File: src/verilog/opreq_pkg.sv
// Single lane, four banks and two operand queues; the sizes below are fixed and not generic
package opreq_pkg;

  ////////////////////
  // Sizes
  ////////////////////

  localparam int unsigned NR_BANKS    = 4;
  localparam int unsigned BANK_IDX_W  = 2;
  localparam int unsigned NR_OPQUEUES = 2;
  localparam int unsigned NR_VINSN    = 4;
  localparam int unsigned NR_MASTERS  = 4;
  localparam int unsigned VREG_WORDS  = 8;
  localparam int unsigned VADDR_W     = 8;
  localparam int unsigned VLEN_W      = 7;
  localparam int unsigned ELEN_W      = 64;

  // Arbiter masters, grouped as two priority classes of two
  localparam int unsigned NR_CLASSES  = 2;
  localparam int unsigned CLASS_SZ    = 2;
  localparam int unsigned CLASS_IDX_W = 1;
  localparam int unsigned MST_IDX_W   = 2;
  localparam int unsigned MST_Q0      = 0;
  localparam int unsigned MST_ALU     = 1;
  localparam int unsigned MST_Q1      = 2;
  localparam int unsigned MST_LDU     = 3;

  ////////////////////
  // Types
  ////////////////////

  typedef logic [1:0]             vid_t;
  typedef logic [VADDR_W-1:0]     vaddr_t;
  typedef logic [VLEN_W-1:0]      vlen_t;
  typedef logic [ELEN_W-1:0]      elen_t;
  typedef logic [ELEN_W/8-1:0]    strb_t;
  typedef logic [VADDR_W-BANK_IDX_W-1:0] bank_addr_t;

  typedef enum logic [1:0] {EW8, EW16, EW32, EW64} vew_e;
  typedef enum logic {OPQ_A, OPQ_B} opqueue_e;

  typedef logic [NR_VINSN-1:0][NR_VINSN-1:0] hazard_tbl_t;

  typedef struct packed {
    vid_t                id;
    logic [4:0]          vs;
    vlen_t               vstart;
    vlen_t               vl;
    vew_e                eew;
    logic [NR_VINSN-1:0] hazard;
  } opreq_cmd_t;

  typedef struct packed {
    vew_e  eew;
    vlen_t vl;
  } opq_cmd_t;

  typedef struct packed {
    bank_addr_t addr;
    logic       wen;
    elen_t      wdata;
    strb_t      be;
    opqueue_e   opqueue;
  } vrf_req_t;

  typedef struct packed {
    vid_t   id;
    vaddr_t addr;
    elen_t  wdata;
    strb_t  be;
  } vfu_result_t;

  // Elements carried by one 64-bit word
  function automatic vlen_t elems_per_word(vew_e eew);
    return vlen_t'(8) >> eew;
  endfunction

endpackage
File: src/verilog/vfu_result_port.sv
// ALU writes pass straight through; load writes wait in a two-entry skid with a late final grant
`timescale 1ns/1ps

module vfu_result_port (
  input  logic                               clk_i,
  input  logic                               rst_ni,
  input  logic                               alu_req_i,
  input  opreq_pkg::vfu_result_t             alu_res_i,
  output logic                               alu_gnt_o,
  input  logic                               ldu_req_i,
  input  opreq_pkg::vfu_result_t             ldu_res_i,
  output logic                               ldu_gnt_o,
  output logic                               ldu_final_gnt_o,
  output logic [opreq_pkg::NR_BANKS-1:0]     alu_bank_req_o,
  output logic [opreq_pkg::NR_BANKS-1:0]     ldu_bank_req_o,
  output opreq_pkg::vrf_req_t                alu_payload_o,
  output opreq_pkg::vrf_req_t                ldu_payload_o,
  input  logic [opreq_pkg::NR_BANKS-1:0]     alu_bank_gnt_i,
  input  logic [opreq_pkg::NR_BANKS-1:0]     ldu_bank_gnt_i,
  output logic [opreq_pkg::NR_VINSN-1:0]     written_o
);

  opreq_pkg::vfu_result_t         skid_q [2];
  opreq_pkg::vfu_result_t         ldu_head;
  logic                           wr_ptr_q, rd_ptr_q;
  logic [1:0]                     cnt_q;
  logic                           ldu_push, ldu_pop;
  logic [opreq_pkg::NR_VINSN-1:0] written_d;

  function automatic opreq_pkg::vrf_req_t to_write(opreq_pkg::vfu_result_t res);
    opreq_pkg::vrf_req_t req;
    req       = '0;
    req.addr  = res.addr[opreq_pkg::VADDR_W-1:opreq_pkg::BANK_IDX_W];
    req.wen   = 1'b1;
    req.wdata = res.wdata;
    req.be    = res.be;
    return req;
  endfunction

  ////////////////////
  // Write sources
  ////////////////////

  assign ldu_head      = skid_q[rd_ptr_q];
  assign alu_payload_o = to_write(alu_res_i);
  assign ldu_payload_o = to_write(ldu_head);
  assign alu_gnt_o     = |alu_bank_gnt_i;
  assign ldu_gnt_o     = (cnt_q != 2'd2);
  assign ldu_push      = ldu_req_i && ldu_gnt_o;
  assign ldu_pop       = |ldu_bank_gnt_i;

  always_comb begin
    alu_bank_req_o = '0;
    ldu_bank_req_o = '0;
    alu_bank_req_o[alu_res_i.addr[opreq_pkg::BANK_IDX_W-1:0]] = alu_req_i;
    ldu_bank_req_o[ldu_head.addr[opreq_pkg::BANK_IDX_W-1:0]]  = (cnt_q != 2'd0);
  end

  // Ids that reached the register file this cycle
  always_comb begin
    written_d = '0;
    written_d[alu_res_i.id] = written_d[alu_res_i.id] | alu_gnt_o;
    written_d[ldu_head.id]  = written_d[ldu_head.id] | ldu_pop;
  end

  always_ff @(posedge clk_i or negedge rst_ni) begin
    if (!rst_ni) begin
      wr_ptr_q        <= 1'b0;
      rd_ptr_q        <= 1'b0;
      cnt_q           <= 2'd0;
      ldu_final_gnt_o <= 1'b0;
      written_o       <= '0;
    end else begin
      wr_ptr_q        <= wr_ptr_q ^ ldu_push;
      rd_ptr_q        <= rd_ptr_q ^ ldu_pop;
      cnt_q           <= cnt_q + 2'(ldu_push) - 2'(ldu_pop);
      ldu_final_gnt_o <= ldu_pop;
      written_o       <= written_d;
    end
  end

  always_ff @(posedge clk_i) begin
    if (ldu_push) begin
      skid_q[wr_ptr_q] <= ldu_res_i;
    end
  end

  // A final grant needs a granted load that was held in the skid
  a_final_after_gnt : assert property (
    @(posedge clk_i) disable iff (!rst_ni)
      ldu_final_gnt_o |-> $past(ldu_pop && (cnt_q != 2'd0))
  );

endmodule

File: config.mk
export PLATFORM = sky130hd
export DESIGN_NAME = vfu_result_port
export DESIGN_NICKNAME = d
export VERILOG_FILES = /design/src/verilog/opreq_pkg.sv /design/src/verilog/vfu_result_port.sv
export SDC_FILE = /design/constraint.sdc
export NUM_CORES = 1
export LEC_CHECK = 0
export BUFFER_PORTS_ARGS = -buffer_cell sky130_fd_sc_hd__buf_4
export CORE_MARGIN = 1.5
export CORE_UTILIZATION = 30
export CTS_CLUSTER_DIAMETER = 100
export CTS_CLUSTER_SIZE = 40
export DETAILED_ROUTE_END_ITERATION = 10
export PLACE_DENSITY = 0.58
export SLEW_MARGIN = 20
export SYNTH_ARGS = -nofsm -noshare
export SYNTH_HDL_FRONTEND = slang
export SYNTH_SLANG_ARGS = --single-unit
File: constraint.sdc
create_clock -name clk_i -period 3.7 [get_ports clk_i]
set_input_delay 0.925 -clock clk_i [delete_from_list [all_inputs] [get_ports clk_i]]
set_output_delay 0.925 -clock clk_i [all_outputs]
set_load 0.01 [all_outputs]
==> results.sh <==
export IMPL_crit_path_end="ldu_payload_o[19]"
export IMPL_tightest_slew_ps=541.0
export IMPL_wl_per_cell_um=19.28
export IMPL_synth_top_family_by_area="multiplexers"
export IMPL_reg2reg_to="skid_q[0][34]"
export IMPL_skew_ps=10.02
export IMPL_rows=55
export IMPL_finalCriticalPeriod_ps=2886
export IMPL_hp_class="in2async"
export IMPL_status="finished, final reports clean"
export IMPL_grt_remaining_overflow=0
export IMPL_stdcell_count=836
export IMPL_max_freq_ghz=0.3465
export IMPL_rsz0062_at_grt="no"
export IMPL_via_per_inst=4.215
export IMPL_syn_area_um2=7051
export IMPL_diodes=0
export IMPL_slew_headroom=0.6393
export IMPL_groute_layer_met3_usage=0.05566
export IMPL_synth_cells=386
export IMPL_drt_pass1_iterations=4
export IMPL_drc=0
export IMPL_grt_max_degree=50
export IMPL_wirelength_um=16120
export IMPL_ys_types=25
export IMPL_syn2layout_area_growth_pct=25.04
export IMPL_synth_compound_area_share=0.006566
export IMPL_insertion_delay_ps=430
export IMPL_cts_tree="yes"
export IMPL_vdd_ir_drop_max_v=0.0003431
export IMPL_setup_worst_path_start_class="flip-flop"
export IMPL_post_cts_buffers=0
export IMPL_setup_violations=0
export IMPL_cp_arrival_ps=1960
export IMPL_power_density_nw_per_um2=759.0
export IMPL_htreeDepth=4
export IMPL_hold_buffers=0
export IMPL_cap_violations=0
export IMPL_die_h_um=156.3
export IMPL_die_width_um=156.3
export IMPL_synth_warnings=0
export IMPL_cts_made_buffers=17
export IMPL_placedCellCount=804
export IMPL_seq_area_frac_synth=0.7304
export IMPL_p_leak_nw=3.312
export IMPL_r2r_cells=5
export IMPL_io_pins=351
export IMPL_dpl_hpwl_um=11830
export IMPL_grt_util_met1=0.1183
export IMPL_synth_mux_area_frac=0.1336
export IMPL_end_kind="primary output"
export IMPL_min_period_over_period=0.7799
export IMPL_finalNetCount=690
export IMPL_start_util=0.3086
export IMPL_drtIter0Drc=135
export IMPL_nFillCells=2191
export IMPL_synth_xor_area_frac=0.003727
export IMPL_synthSimpleGateAreaFrac=0.01349
export IMPL_grt_total_usage=0.1309
export IMPL_reg2reg_from="cnt_q[0]"
export IMPL_cts_root_buf="clkbuf_16"
export IMPL_die_area_um2=24430
export IMPL_cts_clk_slew_worst_paths_ps=70
export IMPL_portBuffers=190
export IMPL_use_met2=0.2411
export IMPL_synth_seq_cells=173
export IMPL_drv_slew=0
export IMPL_vias=3524
export IMPL_ant_nets=0
export IMPL_coreArea_um2=22850
export IMPL_drive_gt1_frac=0.5946
export IMPL_numClockSinks=173
export IMPL_r2r_slack_ps=1690
export IMPL_grt_pass1_wl_um=22940
export IMPL_critical_path_startpoint="rd_ptr_q"
export IMPL_synth_area_per_cell_um2=18.27
export IMPL_post_cts_resized=0
export IMPL_antenna_found_initial=0
export IMPL_required_ps=2770
export IMPL_crit_fanout=39
export IMPL_finalSetupTns_ps=0
export IMPL_grt_busiest_layer="met2"
export IMPL_grt_pass1_vias=3872
export IMPL_hold_viol_final=0
export IMPL_clockBufferDepth=2
export IMPL_synthAdderAreaFrac=0.007098
export IMPL_gp_congestion=0.7209
export IMPL_path_class="reg2out"
export IMPL_p_total_mw=6.692
[worst min path at each step]
stage	slack, ps	cells past startpoint	to
final	310	1	rd_ptr_q
after global routing	290	1	rd_ptr_q
after CTS	290	1	rd_ptr_q
after detailed placement	520	1	cnt_q[1]
after global placement	520	1	cnt_q[1]
after floorplan	480	1	cnt_q[1]
[logic make-up (layout without fill, tap and decap cells)]
kind of cell,after synthesis,after routing
flops,173,173
buf+inv,97,232
mux,84,84
simple gates,17,17
compound gates,6,6
fa+ha+maj,4,4
xor+xnor,3,3
other cells,2,4
[per-layer routing]
| metal | vias to the layer above | routed length, um |
|---|---|---|
| met5 | - | 0 |
| met4 | 0 | 606 |
| met3 | 63 | 1521 |
| met2 | 168 | 8967 |
| met1 | 1699 | 5024 |
| li1 | 1594 | - |
[area by class of cell]
class / instances / area (um^2) / area share
clock inverter: 14 / 125.1 / 0.01419
timing repair buffer: 194 / 1494 / 0.1695
multi-input combinational: 118 / 1200 / 0.1361
sequential: 173 / 5154 / 0.5846
clock buffer: 18 / 429.2 / 0.04868
tap: 313 / 391.6 / 0.04442
inverter: 6 / 22.52 / 0.002555
[where the power goes]
group,leakage (nW),switching (mW),internal (mW)
Combinational,1.41,1.09,1.12
Clock,0.274,0.808,0.889
Sequential,1.63,0.117,2.67
[per-stage QoR]
step / hold slack (ps) / instance area [um^2] / util / worst slack (ps)
after floorplan: 482.8 / 7058 / - / 239.6
after global placement: 517.3 / 8262 / 0.3616 / 1151
after detailed placement: 516.0 / 8262 / 0.3616 / 1112
after CTS: 291.0 / 8816 / 0.3859 / 770.9
after global routing: 292.5 / 8816 / 0.3859 / 714.2
final: 312.0 / 8816 / 0.3859 / 814.4
[registers in the layout (all words and copies together), names as in the netlist]
name and count:
skid_q 164, written_o 4, cnt_q 2, ldu_final_gnt_o 1
rd_ptr_q 1, wr_ptr_q 1
[cells in the final DEF, fill, tap and decap left out, types with 2 or more instances in the layout]
| cell | instances |
|---|---|
| buf_12 | 3 |
| inv_6 | 7 |
| nor2_1 | 7 |
| conb_1 | 4 |
| inv_8 | 3 |
| nand2_1 | 4 |
| clkinv_4 | 3 |
| ha_1 | 2 |
| clkbuf_16 | 17 |
| edfxtp_1 | 164 |
| dfrtp_1 | 8 |
| ha_4 | 2 |
| xnor2_1 | 3 |
| nor4_2 | 2 |
| inv_1 | 5 |
| mux2_2 | 81 |
| buf_4 | 191 |
| mux2i_1 | 3 |
[Yosys cell counts]
master,n,area [um^2]
a22o_1,1,8.760
a32o_1,1,10.01
and3_1,1,6.260
and3b_1,1,8.760
buf_2,1,5.000
buf_4,82,615.6
buf_6,8,90.09
conb_1,2,7.510
dfrtp_1,9,225.2
edfxtp_1,164,4925
ha_1,4,50.05
inv_1,5,18.77
inv_2,1,3.750
mux2_2,81,912.1
mux2i_1,3,30.03
nand2_1,4,15.01
nand2b_1,1,6.260
nor2_1,7,26.28
nor3b_1,1,7.510
nor4_2,2,25.02
o21ai_0,1,5.000
o21bai_1,1,7.510
o22ai_1,1,6.260
o32ai_1,1,8.760
xnor2_1,3,26.28
[critical path, stage by stage (launching register included)]
cell and delay, ps:
dfrtp_4 480, buf_4 470, mux2_2 400, buf_4 150
(Power assumes the default switching activity.)
