`src/verilog/opreq_pkg.sv`:
```
// Single lane, four banks and two operand queues; the sizes below are fixed and not generic
package opreq_pkg;

  ////////////////////
  // Sizes
  ////////////////////

  localparam int unsigned NR_BANKS    = 4;
  localparam int unsigned BANK_IDX_W  = 2;
  localparam int unsigned NR_OPQUEUES = 2;
  localparam int unsigned NR_VINSN    = 4;
  localparam int unsigned NR_MASTERS  = 4;
  localparam int unsigned VREG_WORDS  = 8;
  localparam int unsigned VADDR_W     = 8;
  localparam int unsigned VLEN_W      = 7;
  localparam int unsigned ELEN_W      = 64;

  // Arbiter masters, grouped as two priority classes of two
  localparam int unsigned NR_CLASSES  = 2;
  localparam int unsigned CLASS_SZ    = 2;
  localparam int unsigned CLASS_IDX_W = 1;
  localparam int unsigned MST_IDX_W   = 2;
  localparam int unsigned MST_Q0      = 0;
  localparam int unsigned MST_ALU     = 1;
  localparam int unsigned MST_Q1      = 2;
  localparam int unsigned MST_LDU     = 3;

  ////////////////////
  // Types
  ////////////////////

  typedef logic [1:0]             vid_t;
  typedef logic [VADDR_W-1:0]     vaddr_t;
  typedef logic [VLEN_W-1:0]      vlen_t;
  typedef logic [ELEN_W-1:0]      elen_t;
  typedef logic [ELEN_W/8-1:0]    strb_t;
  typedef logic [VADDR_W-BANK_IDX_W-1:0] bank_addr_t;

  typedef enum logic [1:0] {EW8, EW16, EW32, EW64} vew_e;
  typedef enum logic {OPQ_A, OPQ_B} opqueue_e;

  typedef logic [NR_VINSN-1:0][NR_VINSN-1:0] hazard_tbl_t;

  typedef struct packed {
    vid_t                id;
    logic [4:0]          vs;
    vlen_t               vstart;
    vlen_t               vl;
    vew_e                eew;
    logic [NR_VINSN-1:0] hazard;
  } opreq_cmd_t;

  typedef struct packed {
    vew_e  eew;
    vlen_t vl;
  } opq_cmd_t;

  typedef struct packed {
    bank_addr_t addr;
    logic       wen;
    elen_t      wdata;
    strb_t      be;
    opqueue_e   opqueue;
  } vrf_req_t;

  typedef struct packed {
    vid_t   id;
    vaddr_t addr;
    elen_t  wdata;
    strb_t  be;
  } vfu_result_t;

  // Elements carried by one 64-bit word
  function automatic vlen_t elems_per_word(vew_e eew);
    return vlen_t'(8) >> eew;
  endfunction

endpackage
```
`src/verilog/operand_requester.sv`:
```
// One queue walks one register at a time; hazards release it only in the cycle after a write
`timescale 1ns/1ps

module operand_requester #(
  parameter opreq_pkg::opqueue_e QUEUE = opreq_pkg::OPQ_A
) (
  input  logic                                 clk_i,
  input  logic                                 rst_ni,
  input  logic                                 req_valid_i,
  output logic                                 req_ready_o,
  input  opreq_pkg::opreq_cmd_t                cmd_i,
  input  opreq_pkg::vaddr_t                    start_addr_i,
  input  opreq_pkg::vlen_t                     len_i,
  input  opreq_pkg::opq_cmd_t                  opq_cmd_i,
  input  logic                                 empty_i,
  input  opreq_pkg::hazard_tbl_t               global_hazard_i,
  input  logic [opreq_pkg::NR_VINSN-1:0]       written_i,
  input  logic                                 queue_ready_i,
  output opreq_pkg::opq_cmd_t                  cmd_o,
  output logic                                 cmd_valid_o,
  output logic [opreq_pkg::NR_BANKS-1:0]       bank_req_o,
  output opreq_pkg::vrf_req_t                  payload_o,
  input  logic [opreq_pkg::NR_BANKS-1:0]       gnt_i,
  output logic                                 issued_o
);

  typedef enum logic {IDLE, REQUESTING} state_e;

  state_e                         state_d, state_q;
  opreq_pkg::vid_t                id_d, id_q;
  opreq_pkg::vaddr_t              addr_d, addr_q;
  opreq_pkg::vlen_t               len_d, len_q;
  opreq_pkg::vew_e                eew_d, eew_q;
  logic [opreq_pkg::NR_VINSN-1:0] hazard_d, hazard_q;
  opreq_pkg::vlen_t               epw;
  logic                           stall;

  // Every hazard source must have written in the previous cycle
  assign stall    = |(hazard_q & ~written_i);
  assign epw      = opreq_pkg::elems_per_word(eew_q);
  assign issued_o = |gnt_i;
  assign cmd_o    = opq_cmd_i;

  always_comb begin
    payload_o         = '0;
    payload_o.addr    = addr_q[opreq_pkg::VADDR_W-1:opreq_pkg::BANK_IDX_W];
    payload_o.opqueue = QUEUE;
  end

  ////////////////////
  // Walk
  ////////////////////

  always_comb begin
    state_d     = state_q;
    id_d        = id_q;
    addr_d      = addr_q;
    len_d       = len_q;
    eew_d       = eew_q;
    hazard_d    = hazard_q;
    bank_req_o  = '0;
    cmd_valid_o = 1'b0;

    if (state_q == REQUESTING) begin
      if (queue_ready_i && !stall) begin
        bank_req_o[addr_q[opreq_pkg::BANK_IDX_W-1:0]] = 1'b1;
      end
      if (|gnt_i) begin
        addr_d = addr_q + 1'b1;
        len_d  = (len_q > epw) ? len_q - epw : '0;
        if (len_d == '0) begin
          state_d = IDLE;
        end
      end
    end

    // Idle, or retiring the last word this cycle
    req_ready_o = (state_d == IDLE);

    if (req_valid_i && req_ready_o && !empty_i) begin
      cmd_valid_o = 1'b1;
      state_d     = REQUESTING;
      id_d        = cmd_i.id;
      addr_d      = start_addr_i;
      len_d       = len_i;
      eew_d       = cmd_i.eew;
      hazard_d    = cmd_i.hazard;
    end

    // Drop hazards that the sequencer has already cleared
    hazard_d = hazard_d & global_hazard_i[id_d];
  end

  always_ff @(posedge clk_i or negedge rst_ni) begin
    if (!rst_ni) begin
      state_q  <= IDLE;
      hazard_q <= '0;
    end else begin
      state_q  <= state_d;
      hazard_q <= hazard_d;
    end
  end

  always_ff @(posedge clk_i) begin
    id_q   <= id_d;
    addr_q <= addr_d;
    len_q  <= len_d;
    eew_q  <= eew_d;
  end

  // Bank arbiters only grant what this queue asked for
  a_gnt_follows_req : assert property (
    @(posedge clk_i) disable iff (!rst_ni) (gnt_i & ~bank_req_o) == '0
  );

endmodule

```
`config.mk`:
```
export PLATFORM = sky130hd
export DESIGN_NAME = operand_requester
export DESIGN_NICKNAME = d
export VERILOG_FILES = /design/src/verilog/opreq_pkg.sv /design/src/verilog/operand_requester.sv
export SDC_FILE = /design/constraint.sdc
export NUM_CORES = 1
export LEC_CHECK = 0
export BUFFER_PORTS_ARGS = -buffer_cell sky130_fd_sc_hd__buf_4
export CELL_PAD_IN_SITES_DETAIL_PLACEMENT = 0
export CELL_PAD_IN_SITES_GLOBAL_PLACEMENT = 1
export CORE_ASPECT_RATIO = 1.75
export CORE_MARGIN = 2
export CORE_UTILIZATION = 29
export CTS_BUF_LIST = sky130_fd_sc_hd__clkbuf_8
export DETAILED_ROUTE_END_ITERATION = 8
export PLACE_DENSITY = 0.89
export SLEW_MARGIN = 20
export SYNTH_ARGS = -nofsm -noshare
export SYNTH_HDL_FRONTEND = slang
export SYNTH_SLANG_ARGS = --single-unit
```
`constraint.sdc`:
```
create_clock -name clk_i -period 4.3 [get_ports clk_i]
set_clock_uncertainty 0.05 [all_clocks]
set_input_delay 0.86 -clock clk_i [delete_from_list [all_inputs] [get_ports clk_i]]
set_output_delay 0.86 -clock clk_i [all_outputs]
set_load 0.01 [all_outputs]
```
==> results_dict.tcl, run 1 <==
set metrics [dict create \
    status "completed" \
    ys_async_sr_fraction_pct 20.8 \
    grt_max_degree 23 \
    syn2layout_area_growth_pct 11.2 \
    insertedDiodeCount 0 \
    core_sq_um 8200 \
    finalHoldViolations 0 \
    finalCritPeriodShare_pct 91.1 \
    viasPerCell 4.29 \
    cts_sinks 24 \
    slew_headroom_pct 55.1 \
    drt_pass1_iterations 4 \
    syn_inst 270 \
    drtIter0Drc 57 \
    ctsResizeCount 0 \
    syn-cell-area_sq_um 2420 \
    start_kind "flop" \
    h-tree-depth 1 \
    die_width_um 73.0 \
    gr-usage-all-layers_pct 11.1 \
    tritoncts "built" \
    finalSetupTns_ns 0 \
    critPathMaxFanout 8 \
    finalCriticalPeriod_ns 3.92 \
    total_power_uw 1600 \
    ant_nets 0 \
    worst_slew_pin_slew_ns 0.672 \
    dpl.hpwl_mm 4.19 \
    layout_common_cells "conb_1, buf_4, inv_1, edfxtp_1" \
    grt_pass1_wl_mm 7.86 \
    cts_setup_buffers 0 \
    ys_seq_area_share_pct 27.9 \
    yosysUniqueCellTypes 47 \
    r2r_slack_ns 0.79 \
    ys.flop_type "edfxtp_1" \
    required_ns 3.39 \
    grt_pass1_vias 1673 \
    wl_mm 5.01 \
    yosysTopAreaCell "buf_4" \
    cts_buffer_depth 2 \
    synth-seq-cells 24 \
    clockRootBuffer "clkbuf_8" \
    clk_pin_slew_ns 0.09 \
    vias 1769 \
    yosysWarnings 0 \
    holdWs_ns 0.317 \
    rsz0062_at_grt "no" \
    grt_overflow 0 \
    wl_per_cell_um 12.1 \
    worstPathArrival_ns 3.01 \
    numCtsBuffers 3 \
    rows 44 \
    die_y_um 125 \
    slew_violations 0 \
    final_util_pct 32.8 \
    synth_top_area_share_pct 27.6 \
    drc_errors 0 \
    finalNonFillerCells 412 \
    p_leak_uw 0.00135 \
    synth-edff-count 17 \
    clk_latency_ns 0.28 \
    avgSynthCellArea_sq_um 8.96 \
    hold_class "in -> async" \
    crit_type "reg -> out" \
    power_density_nw_per_um2 595 \
    routabilityCongestion 0.767 \
    layout-drive-gt1-share_pct 27.5 \
    antenna_found_initial 0 \
    dp.cells 408 \
    endpoint_kind "primary output" \
    design.die.area_sq_um 9120 \
    cap_violations 0 \
    final_common_cell "conb_1" \
    ir_drop_v 0.000256 \
    hold_buffers 0 \
    setup_viol 0 \
    fmax_ghz 0.255 \
    io_pins 176 \
    num-nets-final 412 \
    ys_top_cells_by_area "buf_4, edfxtp_1, dfrtp_1" \
    io_buffers 64 \
    initial_utilization_pct 29.5 \
]
## cells in the mapped netlist, drive strengths merged (3+ instances only)
library cell / number
a211oi: 4
a21oi: 15
a31oi: 3
and2: 6
buf: 93
dfrtp: 5
edfxtp: 17
ha: 10
inv: 18
mux2i: 5
nand2: 13
nand2b: 11
nand3: 5
nor2: 15
o21ai: 6
o221a: 4
or2: 3
xnor2: 4
xor2: 6
## sequential cells by signal, summed over array words and instances, names as in the netlist
register,cells
eew_q,2
id_q,2
state_q,1
len_q,7
hazard_q,4
addr_q,8
## power breakdown
part	total [uW]	switching, uW	internal [uW]
sequential	513	98.7	414
clock	205	80.2	125
combinational	882	481	401
## cells by family after synthesis
group / after synthesis / synth area share [%]
multiplexers: 6 / 2.53
AND/OR/NAND/NOR: 63 / 13.9
buffers and inverters: 112 / 31.4
XOR/XNOR: 10 / 3.62
flip-flops: 24 / 27.9
other: 1 / 0.155
adder cells (fa/ha/maj): 11 / 6.00
AO/OA/AOI/OAI: 43 / 14.5
## through the flow
step                setup WS, ns  cell area, sq um
global placement           0.709              2620
finish                     0.385              2690
detailed placement         0.665              2620
global route               0.177              2690
floorplan                  0.750              2690
CTS                        0.321              2690
## path summary, 6_finish.rpt
kind / end / start / cells after the start
worst max-delay path: cmd_valid_o / eew_q[1] / 9
worst min-delay path: hazard_q[2] / rst_ni / 1
worst min register to register: hazard_q[0] / hazard_q[0] / 2
max in group asynchronous: hazard_q[1] / rst_ni / 1
min in group clk_i: hazard_q[0] / hazard_q[0] / 2
worst max register to register: hazard_q[2] / eew_q[1] / 11
## worst max-delay path, cell delays in order, from the launching register on
cell       delay [ns]
edfxtp_1         0.43
or2_2            0.33
ha_1             0.40
and4b_4          0.26
a2111oi_4        0.43
o21ai_2          0.21
o22ai_2          0.20
a31oi_4          0.06
inv_1            0.23
buf_4            0.17
## layout make-up
class / count / area, sq um
Clock buffer: 3 / 41.3
Clock inverter: 1 / 30.0
Fill cell: 882 / 5510
Inverter: 18 / 67.6
Multi-Input combinational cell: 207 / 1260
Sequential cell: 24 / 676
Tap cell: 92 / 115
Timing Repair Buffer: 67 / 503
## per-layer routing
metal	global-route usage [%]	routed length [um]
met5	0	0
met4	4.79	102
met3	2.27	430
met2	20.9	2850
met1	11.1	1630
(Power assumes the default switching activity.)
==> run 2, diff against run 1 <==
--- a/config.mk
+++ b/config.mk
@@ -13,7 +13,9 @@
 export CORE_UTILIZATION = 29
 export CTS_BUF_LIST = sky130_fd_sc_hd__clkbuf_8
 export DETAILED_ROUTE_END_ITERATION = 8
+export GPL_TIMING_DRIVEN = 1
 export PLACE_DENSITY = 0.89
+export REMOVE_ABC_BUFFERS = 1
 export SLEW_MARGIN = 20
 export SYNTH_ARGS = -nofsm -noshare
 export SYNTH_HDL_FRONTEND = slang
==> results_dict.tcl, run 2 (synthesized netlist as in run 1, its figures left out) <==
set metrics [dict create \
    dpl.hpwl_mm 4.09 \
    finalNonFillerCells 411 \
    rows 44 \
    dp.cells 407 \
    grt_max_degree 40 \
    layout_common_cells "conb_1, buf_4, inv_1, edfxtp_1" \
    die_y_um 125 \
    io_pins 176 \
    ir_drop_v 0.000262 \
    h-tree-depth 1 \
    setup_viol 0 \
    wl_per_cell_um 12.0 \
    die_width_um 73.0 \
    insertedDiodeCount 0 \
    hold_class "in -> async" \
    crit_type "reg -> out" \
    finalCriticalPeriod_ns 3.94 \
    top_register "addr_q" \
    finalSetupTns_ns 0 \
    start_kind "flop" \
    critPathMaxFanout 8 \
    wl_mm 4.94 \
    antenna_found_initial 0 \
    grt_pass1_vias 1685 \
    drtIter0Drc 22 \
    reg.largest.list "addr_q: 8 flops, len_q: 7 flops, hazard_q: 4 flops" \
    syn2layout_area_growth_pct 10.9 \
    cts_sinks 24 \
    fillCellCount 845 \
    endpoint_kind "primary output" \
    dp_slack_ns 0.599 \
    ctsResizeCount 0 \
    design.die.area_sq_um 9120 \
    clockRootBuffer "clkbuf_8" \
    setup_slack_ns 0.355 \
    worstPathArrival_ns 3.03 \
    finalCritPeriodShare_pct 91.7 \
    fmax_ghz 0.253 \
    layout-drive-gt1-share_pct 27.3 \
    viasPerCell 4.24 \
    initial_utilization_pct 29.5 \
    status "completed" \
    ff_latch_area_sq_um 676 \
    tritoncts "built" \
    holdWs_ns 0.332 \
    finalHoldViolations 0 \
    grt_pass1_wl_mm 7.88 \
    p_leak_uw 0.00134 \
    cts_buffer_depth 2 \
    gr-usage-all-layers_pct 10.7 \
    grt_overflow 0 \
    required_ns 3.39 \
    power_density_nw_per_um2 591 \
    largest_register_ffs 8 \
    numCtsBuffers 3 \
    routabilityCongestion 0.675 \
    hold_buffers 0 \
    multi_input_area_sq_um 1260 \
    cts_setup_buffers 0 \
    slew_violations 0 \
    drt_pass1_iterations 4 \
    num-nets-final 411 \
    rsz0062_at_grt "no" \
    cap_violations 0 \
    core_sq_um 8200 \
    clk_pin_slew_ns 0.09 \
    clk_latency_ns 0.26 \
    worst_slew_pin_slew_ns 0.657 \
    total_power_uw 1580 \
    drc_errors 0 \
    slew_headroom_pct 56.1 \
    io_buffers 64 \
    ant_nets 0 \
    final_common_cell "conb_1" \
    vias 1741 \
]
run 2: critical path, stage by stage (launching register included):
cell and delay, ns:
edfxtp_1 0.41, or2_2 0.33, ha_1 0.41, and4b_4 0.26
a2111oi_4 0.45, o21ai_2 0.22, o22ai_2 0.21, a31oi_4 0.05
inv_1 0.24, buf_4 0.18
run 2: through the flow:
stage	utilization [%]	cell area (sq um)
2_1_floorplan	-	2000
3_3_place_gp	31.8	2610
3_5_place_dp	31.8	2610
4_1_cts	32.7	2680
5_1_grt	32.7	2680
6_report	32.7	2680
run 2: worst paths after layout:
path                            startpoint     endpoint  slack (ns)  cells past startpoint
worst max-delay path              eew_q[1]  cmd_valid_o        0.36                      9
max in group asynchronous           rst_ni  hazard_q[0]        3.76                      1
worst max register to register    eew_q[1]  hazard_q[2]        0.56                     12
worst min register to register     id_q[0]      id_q[0]        0.56                      1
worst min-delay path                rst_ni  hazard_q[3]        0.33                      1
min in group clk_i                 id_q[0]      id_q[0]        0.56                      1
run 2: metal layers:
layer	vias up	share of wire, %	global-route usage (%)
met1	788	35	11.1
met4	0	1.1	3.05
met3	4	10	2.99
li1	839	-	-
met5	-	0	0
met2	110	54	20.1
run 2: report_power, final:
part | switching [uW] | internal [uW]
Clock | 71.5 | 124
Combinational | 481 | 398
Sequential | 96.3 | 414
Total | 648 | 936
run 2: layout make-up:
type                            instances  share of cell area [%]
Multi-Input combinational cell        207                    46.9
Sequential cell                        24                    25.2
Timing Repair Buffer                   66                    18.5
Tap cell                               92                    4.29
Inverter                               18                    2.52
Clock buffer                            3                    1.54
Clock inverter                          1                    1.12
