**src/verilog/opreq_pkg.sv**
```systemverilog
// Single lane, four banks and two operand queues; the sizes below are fixed and not generic
package opreq_pkg;

  ////////////////////
  // Sizes
  ////////////////////

  localparam int unsigned NR_BANKS    = 4;
  localparam int unsigned BANK_IDX_W  = 2;
  localparam int unsigned NR_OPQUEUES = 2;
  localparam int unsigned NR_VINSN    = 4;
  localparam int unsigned NR_MASTERS  = 4;
  localparam int unsigned VREG_WORDS  = 8;
  localparam int unsigned VADDR_W     = 8;
  localparam int unsigned VLEN_W      = 7;
  localparam int unsigned ELEN_W      = 64;

  // Arbiter masters, grouped as two priority classes of two
  localparam int unsigned NR_CLASSES  = 2;
  localparam int unsigned CLASS_SZ    = 2;
  localparam int unsigned CLASS_IDX_W = 1;
  localparam int unsigned MST_IDX_W   = 2;
  localparam int unsigned MST_Q0      = 0;
  localparam int unsigned MST_ALU     = 1;
  localparam int unsigned MST_Q1      = 2;
  localparam int unsigned MST_LDU     = 3;

  ////////////////////
  // Types
  ////////////////////

  typedef logic [1:0]             vid_t;
  typedef logic [VADDR_W-1:0]     vaddr_t;
  typedef logic [VLEN_W-1:0]      vlen_t;
  typedef logic [ELEN_W-1:0]      elen_t;
  typedef logic [ELEN_W/8-1:0]    strb_t;
  typedef logic [VADDR_W-BANK_IDX_W-1:0] bank_addr_t;

  typedef enum logic [1:0] {EW8, EW16, EW32, EW64} vew_e;
  typedef enum logic {OPQ_A, OPQ_B} opqueue_e;

  typedef logic [NR_VINSN-1:0][NR_VINSN-1:0] hazard_tbl_t;

  typedef struct packed {
    vid_t                id;
    logic [4:0]          vs;
    vlen_t               vstart;
    vlen_t               vl;
    vew_e                eew;
    logic [NR_VINSN-1:0] hazard;
  } opreq_cmd_t;

  typedef struct packed {
    vew_e  eew;
    vlen_t vl;
  } opq_cmd_t;

  typedef struct packed {
    bank_addr_t addr;
    logic       wen;
    elen_t      wdata;
    strb_t      be;
    opqueue_e   opqueue;
  } vrf_req_t;

  typedef struct packed {
    vid_t   id;
    vaddr_t addr;
    elen_t  wdata;
    strb_t  be;
  } vfu_result_t;

  // Elements carried by one 64-bit word
  function automatic vlen_t elems_per_word(vew_e eew);
    return vlen_t'(8) >> eew;
  endfunction

endpackage
```
**src/verilog/vrf_bank_arbiter.sv**
```systemverilog
// Grant is same-cycle and the bank never back-pressures; any high request blocks the low class
`timescale 1ns/1ps

module vrf_bank_arbiter (
  input  logic                                     clk_i,
  input  logic                                     rst_ni,
  input  logic [opreq_pkg::NR_MASTERS-1:0]         req_i,
  input  opreq_pkg::vrf_req_t [opreq_pkg::NR_MASTERS-1:0] payload_i,
  output logic [opreq_pkg::NR_MASTERS-1:0]         gnt_o,
  output logic                                     vrf_req_o,
  output opreq_pkg::vrf_req_t                      vrf_payload_o
);

  logic [opreq_pkg::NR_CLASSES-1:0][opreq_pkg::CLASS_IDX_W-1:0] ptr_d, ptr_q;
  logic [opreq_pkg::NR_CLASSES-1:0][opreq_pkg::CLASS_IDX_W-1:0] cls_win;
  logic [opreq_pkg::NR_CLASSES-1:0]                             cls_any;
  logic [opreq_pkg::CLASS_IDX_W-1:0]                            cand;
  logic                                                         sel_cls;
  logic [opreq_pkg::MST_IDX_W-1:0]                              gnt_idx;

  ////////////////////
  // Per-class round robin
  ////////////////////

  // Class 0 holds queue 0 and the ALU, class 1 queue 1 and the load unit
  always_comb begin
    cand = '0;
    for (int c = 0; c < opreq_pkg::NR_CLASSES; c++) begin
      cls_any[c] = 1'b0;
      cls_win[c] = ptr_q[c];
      // Scan from farthest to nearest so the one closest to the pointer wins
      for (int k = opreq_pkg::CLASS_SZ - 1; k >= 0; k--) begin
        cand = opreq_pkg::CLASS_IDX_W'(int'(ptr_q[c]) + k);
        if (req_i[c * opreq_pkg::CLASS_SZ + int'(cand)]) begin
          cls_any[c] = 1'b1;
          cls_win[c] = cand;
        end
      end
    end
  end

  ////////////////////
  // Class priority
  ////////////////////

  always_comb begin
    gnt_o   = '0;
    ptr_d   = ptr_q;
    sel_cls = !cls_any[0];
    gnt_idx = opreq_pkg::MST_IDX_W'(int'(sel_cls) * opreq_pkg::CLASS_SZ +
                                    int'(cls_win[sel_cls]));
    if (cls_any[sel_cls]) begin
      gnt_o[gnt_idx] = 1'b1;
      // Next time start past the winner
      ptr_d[sel_cls] = cls_win[sel_cls] + 1'b1;
    end
  end

  // Bank takes every request
  assign vrf_req_o     = |req_i;
  assign vrf_payload_o = payload_i[gnt_idx];

  always_ff @(posedge clk_i or negedge rst_ni) begin
    if (!rst_ni) begin
      ptr_q <= '0;
    end else begin
      ptr_q <= ptr_d;
    end
  end

  // Any request is served, by one grant to a requesting master
  a_single_gnt : assert property (
    @(posedge clk_i) disable iff (!rst_ni)
      $onehot0(gnt_o) && ((gnt_o & ~req_i) == '0) && ((|gnt_o) == (|req_i))
  );

endmodule

```
**config.mk**
```make
export PLATFORM = sky130hd
export DESIGN_NAME = vrf_bank_arbiter
export DESIGN_NICKNAME = d
export VERILOG_FILES = /design/src/verilog/opreq_pkg.sv /design/src/verilog/vrf_bank_arbiter.sv
export SDC_FILE = /design/constraint.sdc
export NUM_CORES = 1
export LEC_CHECK = 0
export BUFFER_PORTS_ARGS = -buffer_cell sky130_fd_sc_hd__clkbuf_2
export CAP_MARGIN = 20
export CORE_AREA = 2 2 158 160
export DETAILED_ROUTE_END_ITERATION = 8
export DIE_AREA = 0 0 160 162
export GPL_ROUTABILITY_DRIVEN = 0
export MAX_ROUTING_LAYER = met4
export SETUP_SLACK_MARGIN = 0.5
export SYNTH_ARGS = -nofsm -noshare
export SYNTH_HDL_FRONTEND = slang
export SYNTH_SLANG_ARGS = --single-unit
export TNS_END_PERCENT = 30
```
**constraint.sdc**
```tcl
create_clock -name clk_i -period 1.8 [get_ports clk_i]
set_input_delay 0.09 -clock clk_i [delete_from_list [all_inputs] [get_ports clk_i]]
set_output_delay 0.09 -clock clk_i [all_outputs]
set_load 0.005 [all_outputs]
```
==> load_flow_metrics.sql, run 1 <==
INSERT INTO impl_metrics (metric_group, metric, value, unit) VALUES
('run_status', 'outcome', 'finished, violations left', ''),
('run_status', 'violations', 'setup timing', ''),
('routing', 'drt_iter0_drc', '272', ''),
('sta', 'timing.final.ws_setup', '-0.111', 'ns'),
('global_route', 'grt_overflow_total', '0', ''),
('synthesis', 'synth_warnings', '0', ''),
('clocking', 'htreeDepth', '1', ''),
('critical_path', 'endpoint_kind', 'output port', ''),
('routing', 'ant_nets', '0', ''),
('routing', 'detail_route.wirelength', '18600', 'um'),
('sta', 'final-hold-violation-count', '0', ''),
('critical_path', 'critical_setup_path_class', 'flop to output port', ''),
('cells_and_area', 'highest_count_cells_in_the_layout_ignoring_fill_and_taps', 'sky130_fd_sc_hd__clkbuf_2, sky130_fd_sc_hd__nand2_1, sky130_fd_sc_hd__o211ai_1, sky130_fd_sc_hd__a22oi_1, sky130_fd_sc_hd__o211ai_2', ''),
('clocking', 'worst_skew_pair.late_latency', '0.22', 'ns'),
('pwr', 'power.static_leakage', '2.85', 'nW'),
('global_route', 'globalRouteTotalUtil', '12.7', '%'),
('sta', 'finalClockSkew', '0', 'ns'),
('placed_design', 'numPortBuffers', '410', ''),
('sta', 'tightest_slew', '0.373', 'ns'),
('routing', 'drt_first_pass_iters', '4', ''),
('cells_and_area', 'fill_cells', '2712', ''),
('synthesis', 'netlist_instances', '402', ''),
('global_route', 'met3_usage', '2.15', '%'),
('sta', 'grt_setup_unrepaired', 'true', ''),
('clocking', 'tritoncts', 'done', ''),
('cells_and_area', 'largest-register', 'ptr_q', ''),
('sta', 'setup_viol', '78', ''),
('critical_path', 'cp_top_family', 'adder cells', ''),
('pwr', 'power.density_cell_area', '414', 'mW/mm^2'),
('floorplan', 'placement_rows', '57', ''),
('sta', 'max_clock_freq', '523', 'MHz'),
('routing', 'viasPerCell', '4.54', ''),
('clocking', 'cts_made_buffers', '3', ''),
('critical_path', 'critPathBufInv', '3', ''),
('floorplan', 'placeableCoreArea', '0.0241', 'sq mm'),
('sta', 'report.final.slew_viol_count', '0', ''),
('synthesis', 'yosys-top-cells-area', 'sky130_fd_sc_hd__o211ai_2, sky130_fd_sc_hd__a22oi_1, sky130_fd_sc_hd__o211ai_1, sky130_fd_sc_hd__nand2_1, sky130_fd_sc_hd__clkbuf_1', ''),
('global_route', 'antenna_found_initial', '1', ''),
('clocking', 'max_clock_buf_depth', '2', ''),
('floorplan', 'dieArea', '0.0259', 'sq mm'),
('critical_path', 'required_time_reported_for_the_critical_path_endpoint', '1.71', 'ns'),
('pwr', 'peak_supply_drop', '0.000193', 'V'),
('global_route', 'use_met2', '23.2', '%'),
('cells_and_area', 'postLayoutCellArea', '0.00583', 'sq mm'),
('clocking', 'clkSlewWorstSetupHoldPaths', '0.03', 'ns'),
('min_path', 'worstHoldPathType', 'input pin to flop', ''),
('sta', 'period_share', '106', '%'),
('floorplan', 'start_util', '12.2', '%'),
('global_route', 'vias_in_the_first_global_route', '4913', ''),
('cells_and_area', 'layout_commonest_cell', 'sky130_fd_sc_hd__clkbuf_2', ''),
('synthesis', 'post_synthesis_average_cell_area', '7.33', 'sq um'),
('global_route', 'met1_usage', '14.2', '%'),
('floorplan', 'die_y', '162', 'um'),
('critical_path', 'cp-start-kind', 'flop', ''),
('global_route', 'grt_first_pass_wirelength', '25800', 'um'),
('cells_and_area', 'largest_reg_flops', '2', ''),
('synthesis', 'synthDominantAreaCellType', 'sky130_fd_sc_hd__o211ai_2', ''),
('critical_path', 'critical_path.max_fanout', '9', ''),
('cells_and_area', 'synthesis_to_finish_area_growth', '97.7', '%'),
('global_route', 'busiest_layer', 'met2', ''),
('synthesis', 'synth_fp_nets', '728', ''),
('placed_design', 'total_placed_instance_area', '0.00546', 'sq mm'),
('floorplan', 'fp.dieW', '160', 'um'),
('synthesis', 'synth_seq_area_share', '1.70', '%'),
('job', 'cap_violations', '0', ''),
('synthesis', 'ff_latch_count_synth', '2', ''),
('critical_path', 'worstPathArrival', '1.82', 'ns'),
('critical_path', 'path_cells', 'inv_2, maj3_4, or2_4, buf_8, o211ai_2, clkbuf_2', ''),
('cells_and_area', 'nets', '1120', ''),
('synthesis', 'yosysUniqueCellTypes', '17', ''),
('clocking', 'cts_sinks', '2', '');
-- cell families after synthesis --
logic type      share of synthesized area, %
fa+ha+maj                              0.382
compound gates                          75.9
buf+inv                                 10.7
simple gates                            11.3
flops                                   1.70
-- area by class of cell --
class	instances	area (sq um)	share of cell area, %
tap	324	405	6.96
sequential	2	50.0	0.859
antenna	1	2.50	0.0429
timing repair buffer	447	2640	45.2
clock buffer	3	75.1	1.29
inverter	3	11.3	0.193
multi-input combinational	337	2650	45.4
-- metal layers --
layer,vias up,share of wire [%]
li1,2418,-
met1,2348,39
met2,281,51
met3,26,6.8
met4,0,2.6
met5,-,0
-- per-stage QoR --
| stage | instances | power [W] | TNS [ns] | utilization, % | hold slack, ns |
|---|---|---|---|---|---|
| after global routing | 1117 | 0.00260 | -11.69 | 24.2 | 0.205 |
| after global placement | 1100 | 0.00186 | 0 | 22.6 | -0.105 |
| after CTS | 1104 | 0.00222 | -6.35 | 23.0 | 0.195 |
| after floorplan | 402 | 0.00100 | 0 | - | -0.206 |
| after detailed placement | 1100 | 0.00188 | 0 | 22.6 | -0.111 |
| final | 1117 | 0.00241 | -3.99 | 24.2 | 0.195 |
-- path summary, 6_finish.rpt --
check | startpoint | to | slack, ns | cells past startpoint
max in group asynchronous | rst_ni | ptr_q[1] | 1.45 | 2
setup / recovery | ptr_q[1] | vrf_payload_o[24] | -0.11 | 6
setup reg to reg | ptr_q[1] | ptr_q[1] | 1.04 | 3
hold reg to reg | ptr_q[0] | ptr_q[0] | 0.57 | 1
min in group asynchronous | rst_ni | ptr_q[0] | 0.24 | 2
hold / removal | req_i[1] | ptr_q[0] | 0.19 | 2
-- worst register-to-register path: cells and delay by family, from the launching register on --
family | cells | cell delay, ns
compound gates | 1 | 0.07
buf+inv | 1 | 0.15
flops | 1 | 0.37
simple gates | 1 | 0.05
-- synthesized netlist by cell type, drive strengths merged --
cell	instances
a21boi	2
a21oi	3
a22oi	80
buf	15
clkbuf	47
dfrtp	2
inv	3
maj3	1
nand2	84
nor2	3
o211ai	160
o21ai	1
or2	1
-- where the power goes --
part | internal, W | switching [W] | total [W]
clock network | 0.000282 | 0.0000479 | 0.000330
registers | 0.0000542 | 0.00000891 | 0.0000631
logic | 0.000984 | 0.00104 | 0.00202
-- repair_timing --
item	CTS	global route
pin swaps	2	55
hold endpoints to repair	2	0
buffers inserted	0	1
resized for setup	1	62
gates cloned	0	11
endpoints found under the setup margin	84	84
hold buffers	1	0
No activity file was read; power rests on OpenSTA's default activity.
==> run 2, diff against run 1 <==
Settings changed: CAP_MARGIN 20 to 25, PLACE_DENSITY_LB_ADDON set to 0.2.
==> load_flow_metrics.sql, run 2 (same netlist as run 1, synthesis figures left out) <==
INSERT INTO impl_metrics (metric_group, metric, value, unit) VALUES
('critical_path', 'worstPathArrival', '1.80', 'ns'),
('placed_design', 'total_placed_instance_area', '0.00536', 'sq mm'),
('sta', 'grt_setup_unrepaired', 'true', ''),
('clocking', 'tritoncts', 'done', ''),
('clocking', 'postCtsSetupBuffers', '0', ''),
('critical_path', 'timing.critical_path.depth', '6', ''),
('floorplan', 'die_y', '162', 'um'),
('critical_path', 'worst_r2r_endpoint', 'ptr_q[0]', ''),
('min_path', 'min_from', 'req_i[1]', ''),
('run_status', 'violations', 'setup timing', ''),
('cells_and_area', 'layout_commonest_cell', 'sky130_fd_sc_hd__clkbuf_2', ''),
('min_path', 'worstHoldPathType', 'input pin to flop', ''),
('cells_and_area', 'final_cell_count_without_fillers', '1090', ''),
('min_path', 'hold-path-cell-count', '2', ''),
('cells_and_area', 'largest-register', 'ptr_q', ''),
('placed_design', 'numPortBuffers', '410', ''),
('sta', 'timing.final.crit_period', '1.89', 'ns'),
('clocking', 'cts_made_buffers', '3', ''),
('sta', 'slew_headroom', '73.0', '%'),
('routing', 'drt_first_pass_iters', '5', ''),
('sta', 'tightest_slew', '0.405', 'ns'),
('cells_and_area', 'postLayoutCellArea', '0.00545', 'sq mm'),
('clocking', 'clk_root_buf', 'sky130_fd_sc_hd__clkbuf_16', ''),
('routing', 'routed_wire_length_per_instance', '15.1', 'um'),
('critical_path', 'endpoint_kind', 'output port', ''),
('global_route', 'vias_in_the_first_global_route', '4787', ''),
('sta', 'max_clock_freq', '530', 'MHz'),
('critical_path', 'slack_of_the_worst_reg_to_reg_path', '1.09', 'ns'),
('floorplan', 'placeableCoreArea', '0.0241', 'sq mm'),
('critical_path', 'required_time_reported_for_the_critical_path_endpoint', '1.71', 'ns'),
('floorplan', 'dieArea', '0.0259', 'sq mm'),
('global_route', 'grt_first_pass_wirelength', '25100', 'um'),
('global_route', 'pin_count_of_the_biggest_net_entering_global_routing', '87', ''),
('floorplan', 'i_o_pins', '411', ''),
('floorplan', 'start_util', '12.2', '%'),
('sta', 'timing.final.ws_setup', '-0.0880', 'ns'),
('critical_path', 'critPathBufInv', '3', ''),
('floorplan', 'fp.dieW', '160', 'um'),
('clocking', 'worst_skew_pair.late_latency', '0.22', 'ns'),
('cells_and_area', 'synthesis_to_finish_area_growth', '84.9', '%'),
('sta', 'final-hold-violation-count', '0', ''),
('cells_and_area', 'nets', '1093', ''),
('sta', 'setup_viol', '79', ''),
('global_route', 'antenna_found_initial', '1', ''),
('job', 'cap_violations', '0', ''),
('run_status', 'outcome', 'finished, violations left', ''),
('critical_path', 'cp_top_family', 'buffers and inverters', ''),
('floorplan', 'placement_rows', '57', ''),
('min_path', 'destination_of_the_worst_hold_path', 'ptr_q[0]', ''),
('pwr', 'power.static_leakage', '2.66', 'nW'),
('clocking', 'clkSlewWorstSetupHoldPaths', '0.03', 'ns'),
('critical_path', 'critical_setup_path_class', 'flop to output port', ''),
('critical_path', 'ff_to_ff_path_depth', '2', ''),
('cells_and_area', 'highest_count_cells_in_the_layout_ignoring_fill_and_taps', 'sky130_fd_sc_hd__clkbuf_2, sky130_fd_sc_hd__nand2_1, sky130_fd_sc_hd__o211ai_1, sky130_fd_sc_hd__a22oi_1, sky130_fd_sc_hd__o211ai_2', ''),
('pwr', 'peak_supply_drop', '0.000268', 'V'),
('routing', 'drt_iter0_drc', '185', ''),
('sta', 'report.final.slew_viol_count', '0', ''),
('routing', 'detail_route.wirelength', '16500', 'um'),
('placed_design', 'dp_hpwl', '12700', 'um'),
('critical_path', 'reg2reg_from', 'ptr_q[0]', ''),
('critical_path', 'cp-start-kind', 'flop', ''),
('cells_and_area', 'leading_registers_by_flop_count', 'ptr_q x2', ''),
('pwr', 'power.density_cell_area', '393', 'mW/mm^2'),
('global_route', 'grt_overflow_total', '0', ''),
('critical_path', 'critical_path.max_stage_delay', '0.37', 'ns'),
('cells_and_area', 'largest_reg_flops', '2', ''),
('routing', 'drt_drc_violations_left', '0', ''),
('cells_and_area', 'post_route_cells_drive_above_1_share', '66.9', '%'),
('sta', 'period_share', '105', '%'),
('sta', 'finalClockSkew', '0', 'ns'),
('clocking', 'cts_sinks', '2', ''),
('critical_path', 'critical_path.max_fanout', '32', ''),
('placed_design', 'dp_cells', '1085', ''),
('routing', 'viasPerCell', '4.41', ''),
('pwr', 'p_total', '0.00214', 'W'),
('global_route', 'globalRouteTotalUtil', '12.2', '%'),
('critical_path', 'timing.critical_path.slowest_stage_cell', 'sky130_fd_sc_hd__dfrtp_1', ''),
('clocking', 'htreeDepth', '1', ''),
('routing', 'ant_nets', '0', ''),
('clocking', 'max_clock_buf_depth', '2', ''),
('critical_path', 'path_cells', 'inv_2, maj3_4, or2_4, buf_12, o211ai_2, clkbuf_2', ''),
('routing', 'routed_via_count', '4806', '');
-- run 2: cell count changes in the layout (fill, tap and decap cells not counted), sizes merged --
cell    delta
clkbuf    +29
or2        -2
buf       -54
-- run 2: worst max path at each step --
stage | start | endpoint | slack [ns]
3_3_place_gp | ptr_q[1] | vrf_payload_o[54] | 0.13
6_report | ptr_q[1] | vrf_payload_o[10] | -0.09
5_1_grt | ptr_q[1] | vrf_payload_o[62] | -0.15
2_1_floorplan | ptr_q[1] | vrf_payload_o[0] | 0.23
4_1_cts | ptr_q[1] | vrf_payload_o[54] | -0.09
3_5_place_dp | ptr_q[1] | vrf_payload_o[54] | 0.14
-- run 2: timing repair --
item / CTS / global route
gates resized for setup: 0 / 12
endpoints found under the hold margin: 2 / 0
setup endpoints to repair: 83 / 84
pin swaps: 42 / 7
hold buffers: 1 / 0
-- run 2: where the power goes --
part | internal, W | total, W | leakage [nW] | switching, W
clock network | 0.000282 | 0.000330 | 0.0370 | 0.0000474
logic | 0.000807 | 0.00175 | 2.60 | 0.000939
registers | 0.0000543 | 0.0000644 | 0.0235 | 0.0000101
-- run 2: per-layer routing --
layer / vias up / track usage [%] / share of wire, %
li1: 2360 / - / -
met1: 2180 / 12.5 / 36
met2: 254 / 24.2 / 54
met3: 12 / 2.63 / 8.1
met4: 0 / 1.84 / 1.3
met5: - / - / 0
-- run 2: per-stage QoR --
step | setup TNS, ns | worst slack (ns) | util [%] | hold slack (ns)
floorplan | 0 | 0.229 | - | -0.206
global placement | 0 | 0.135 | 22.2 | -0.109
detailed placement | 0 | 0.139 | 22.2 | -0.105
CTS | -4.25 | -0.0938 | 22.6 | 0.192
global route | -8.90 | -0.152 | 22.6 | 0.196
finish | -3.50 | -0.0880 | 22.6 | 0.180
-- run 2: area by class of cell --
cell class	count	area [sq um]
Clock buffer	3	75.1
Sequential cell	2	50.0
Timing Repair Buffer	422	2290
Antenna cell	1	2.50
Tap cell	324	405
Fill cell	2750	18700
Inverter	3	11.3
Multi-Input combinational cell	335	2620
-- run 2: worst reg2reg max path, cell delays in order (launching register included) --
cell	delay, ns
sky130_fd_sc_hd__dfrtp_1	0.42
sky130_fd_sc_hd__nor2_1	0.12
sky130_fd_sc_hd__a21oi_1	0.05
==> run 3, diff against run 2 <==
Settings changed: CORE_AREA 2 2 158 160 to 10 10 152 154, DIE_AREA 0 0 160 162 to 0 0 162 164, PLACE_DENSITY set to 0.44, PLACE_DENSITY_LB_ADDON 0.2 to unset.
==> load_flow_metrics.sql, run 3 (same netlist as run 1, synthesis figures left out) <==
INSERT INTO impl_metrics (metric_group, metric, value, unit) VALUES
('global_route', 'grt_overflow_total', '0', ''),
('floorplan', 'i_o_pins', '411', ''),
('floorplan', 'placement_rows', '52', ''),
('global_route', 'pin_count_of_the_biggest_net_entering_global_routing', '72', ''),
('pwr', 'peak_supply_drop', '0.000192', 'V'),
('cells_and_area', 'layout_commonest_cell', 'sky130_fd_sc_hd__clkbuf_2', ''),
('pwr', 'internal_power', '0.00144', 'W'),
('floorplan', 'dieArea', '0.0266', 'sq mm'),
('critical_path', 'worstPathArrival', '1.80', 'ns'),
('cells_and_area', 'antenna-diode-count', '0', ''),
('pwr', 'power.static_leakage', '2.93', 'nW'),
('critical_path', 'critical_path.max_fanout', '7', ''),
('floorplan', 'fp.dieW', '162', 'um'),
('sta', 'tightest_slew', '0.349', 'ns'),
('critical_path', 'endpoint_kind', 'output port', ''),
('cells_and_area', 'largest_reg_flops', '2', ''),
('critical_path', 'critical_setup_path_class', 'flop to output port', ''),
('sta', 'grt_setup_unrepaired', 'true', ''),
('sta', 'timing.final.crit_period', '1.89', 'ns'),
('floorplan', 'start_util', '14.7', '%'),
('sta', 'timing.final.ws_setup', '-0.0932', 'ns'),
('sta', 'finalClockSkew', '0', 'ns'),
('routing', 'drt_drc_violations_left', '0', ''),
('sta', 'slew_headroom', '76.7', '%'),
('sta', 'setup_viol', '80', ''),
('routing', 'drt_iter0_drc', '355', ''),
('pwr', 'power.share.switching', '45.0', '%'),
('routing', 'drt_first_pass_iters', '5', ''),
('routing', 'routed_wire_length_per_instance', '21.1', 'um'),
('pwr', 'netSwitchingPower', '0.00118', 'W'),
('run_status', 'violations', 'setup timing', ''),
('min_path', 'worstHoldPathType', 'input pin to flop', ''),
('sta', 'max_clock_freq', '528', 'MHz'),
('sta', 'report.final.slew_viol_count', '0', ''),
('sta', 'setup_total_negative_slack', '-4.87', 'ns'),
('global_route', 'vias_in_the_first_global_route', '5361', ''),
('pwr', 'power.density_cell_area', '442', 'mW/mm^2'),
('cells_and_area', 'final_cell_count_without_fillers', '1066', ''),
('routing', 'detail_route.wirelength', '22500', 'um'),
('clocking', 'max_clock_buf_depth', '2', ''),
('clocking', 'worst_skew_pair.late_latency', '0.22', 'ns'),
('critical_path', 'cp-start-kind', 'flop', ''),
('cells_and_area', 'leading_registers_by_flop_count', 'ptr_q x2', ''),
('run_status', 'outcome', 'finished, violations left', ''),
('global_route', 'antenna_found_initial', '0', ''),
('global_route', 'globalRouteTotalUtil', '14.8', '%'),
('clocking', 'cts_sinks', '2', ''),
('cells_and_area', 'highest_count_cells_in_the_layout_ignoring_fill_and_taps', 'sky130_fd_sc_hd__clkbuf_2, sky130_fd_sc_hd__nand2_1, sky130_fd_sc_hd__o211ai_1, sky130_fd_sc_hd__a22oi_1, sky130_fd_sc_hd__o211ai_2', ''),
('floorplan', 'die_y', '164', 'um'),
('clocking', 'clk_root_buf', 'sky130_fd_sc_hd__clkbuf_16', ''),
('sta', 'period_share', '105', '%'),
('cells_and_area', 'synthesis_to_finish_area_growth', '101', '%'),
('critical_path', 'required_time_reported_for_the_critical_path_endpoint', '1.71', 'ns'),
('pwr', 'pwr-share-comb', '84.9', '%'),
('cells_and_area', 'nets', '1124', ''),
('clocking', 'cts_made_buffers', '3', ''),
('placed_design', 'dp_hpwl', '17100', 'um'),
('cells_and_area', 'largest-register', 'ptr_q', ''),
('placed_design', 'numPortBuffers', '410', ''),
('placed_design', 'dp_cells', '1042', ''),
('global_route', 'grt_first_pass_wirelength', '30300', 'um'),
('pwr', 'clkPwrFrac', '12.7', '%'),
('clocking', 'htreeDepth', '1', ''),
('routing', 'routed_via_count', '5081', ''),
('clocking', 'tritoncts', 'done', ''),
('routing', 'ant_nets', '0', ''),
('floorplan', 'placeableCoreArea', '0.0200', 'sq mm'),
('clocking', 'clkSlewWorstSetupHoldPaths', '0.03', 'ns'),
('job', 'cap_violations', '0', ''),
('cells_and_area', 'post_route_cells_drive_above_1_share', '68.5', '%'),
('sta', 'final-hold-violation-count', '0', ''),
('pwr', 'seq_power_share', '2.4', '%'),
('routing', 'viasPerCell', '4.77', '');
[run 3: area by class of cell]
cell class	instances	area, sq um
clock buffers	3	75.1
fillers	2188	14100
inverters	3	11.3
multi-input cells	335	2630
flip-flops and latches	2	51.3
well taps	270	338
repair buffers	453	2810
[run 3: path summary, 6_finish.rpt]
check,startpoint,endpoint,cells after the start,slack [ns]
max in group asynchronous,rst_ni,ptr_q[0],2,1.46
max reg2reg,ptr_q[1],ptr_q[1],4,0.93
max,ptr_q[1],vrf_payload_o[23],7,-0.09
min reg2reg,ptr_q[0],ptr_q[0],1,0.52
min in group asynchronous,rst_ni,ptr_q[0],2,0.22
min,req_i[1],ptr_q[0],2,0.16
[run 3: worst max-delay path, cell delays in order (launching register included)]
cell and delay [ns]:
sky130_fd_sc_hd__dfrtp_1 0.34, sky130_fd_sc_hd__inv_2 0.04, sky130_fd_sc_hd__maj3_2 0.31, sky130_fd_sc_hd__or2_4 0.28
sky130_fd_sc_hd__buf_6 0.15, sky130_fd_sc_hd__clkbuf_16 0.17, sky130_fd_sc_hd__o211ai_2 0.14, sky130_fd_sc_hd__buf_2 0.15
[run 3: repair_timing]
action | CTS | global route
cloned | 5 | 7
gates resized for setup | 11 | 85
buffers inserted | 6 | 2
pin swaps | 55 | 38
hold endpoints to repair | 2 | 0
endpoints found under the setup margin | 82 | 82
hold buffers | 1 | 0
[run 3: layer usage]
metal / GRT usage [%] / up-vias / part of all wire (%) / wire length, um
met2: 27.1 / 267 / 51 / 11500
li1: - / 2433 / - / -
met1: 16.2 / 2359 / 41 / 9120
met5: - / - / 0 / 0
met3: 2.95 / 22 / 6.5 / 1460
met4: 3.39 / 0 / 1.6 / 371
[run 3: per-stage QoR]
step	total power [W]	setup WS (ns)	hold WS [ns]	utilization (%)	instance area, sq um
floorplan	0.00100	0.229	-0.206	-	2960
global placement	0.00189	0.0269	-0.106	26.8	5370
detailed placement	0.00187	0.0349	-0.108	26.8	5370
CTS	0.00242	-0.121	0.167	28.3	5670
global route	0.00280	-0.158	0.188	29.5	5910
finish	0.00262	-0.0932	0.159	29.5	5910
[run 3: power by group through the flow]
stage	logic [W]	registers (W)	clock network, W
after CTS	0.00202	0.0000632	0.000338
after global placement	0.00182	0.0000650	0
after detailed placement	0.00181	0.0000652	0
after global routing	0.00240	0.0000649	0.000343
after floorplan	0.000938	0.0000620	0
final	0.00222	0.0000638	0.000331
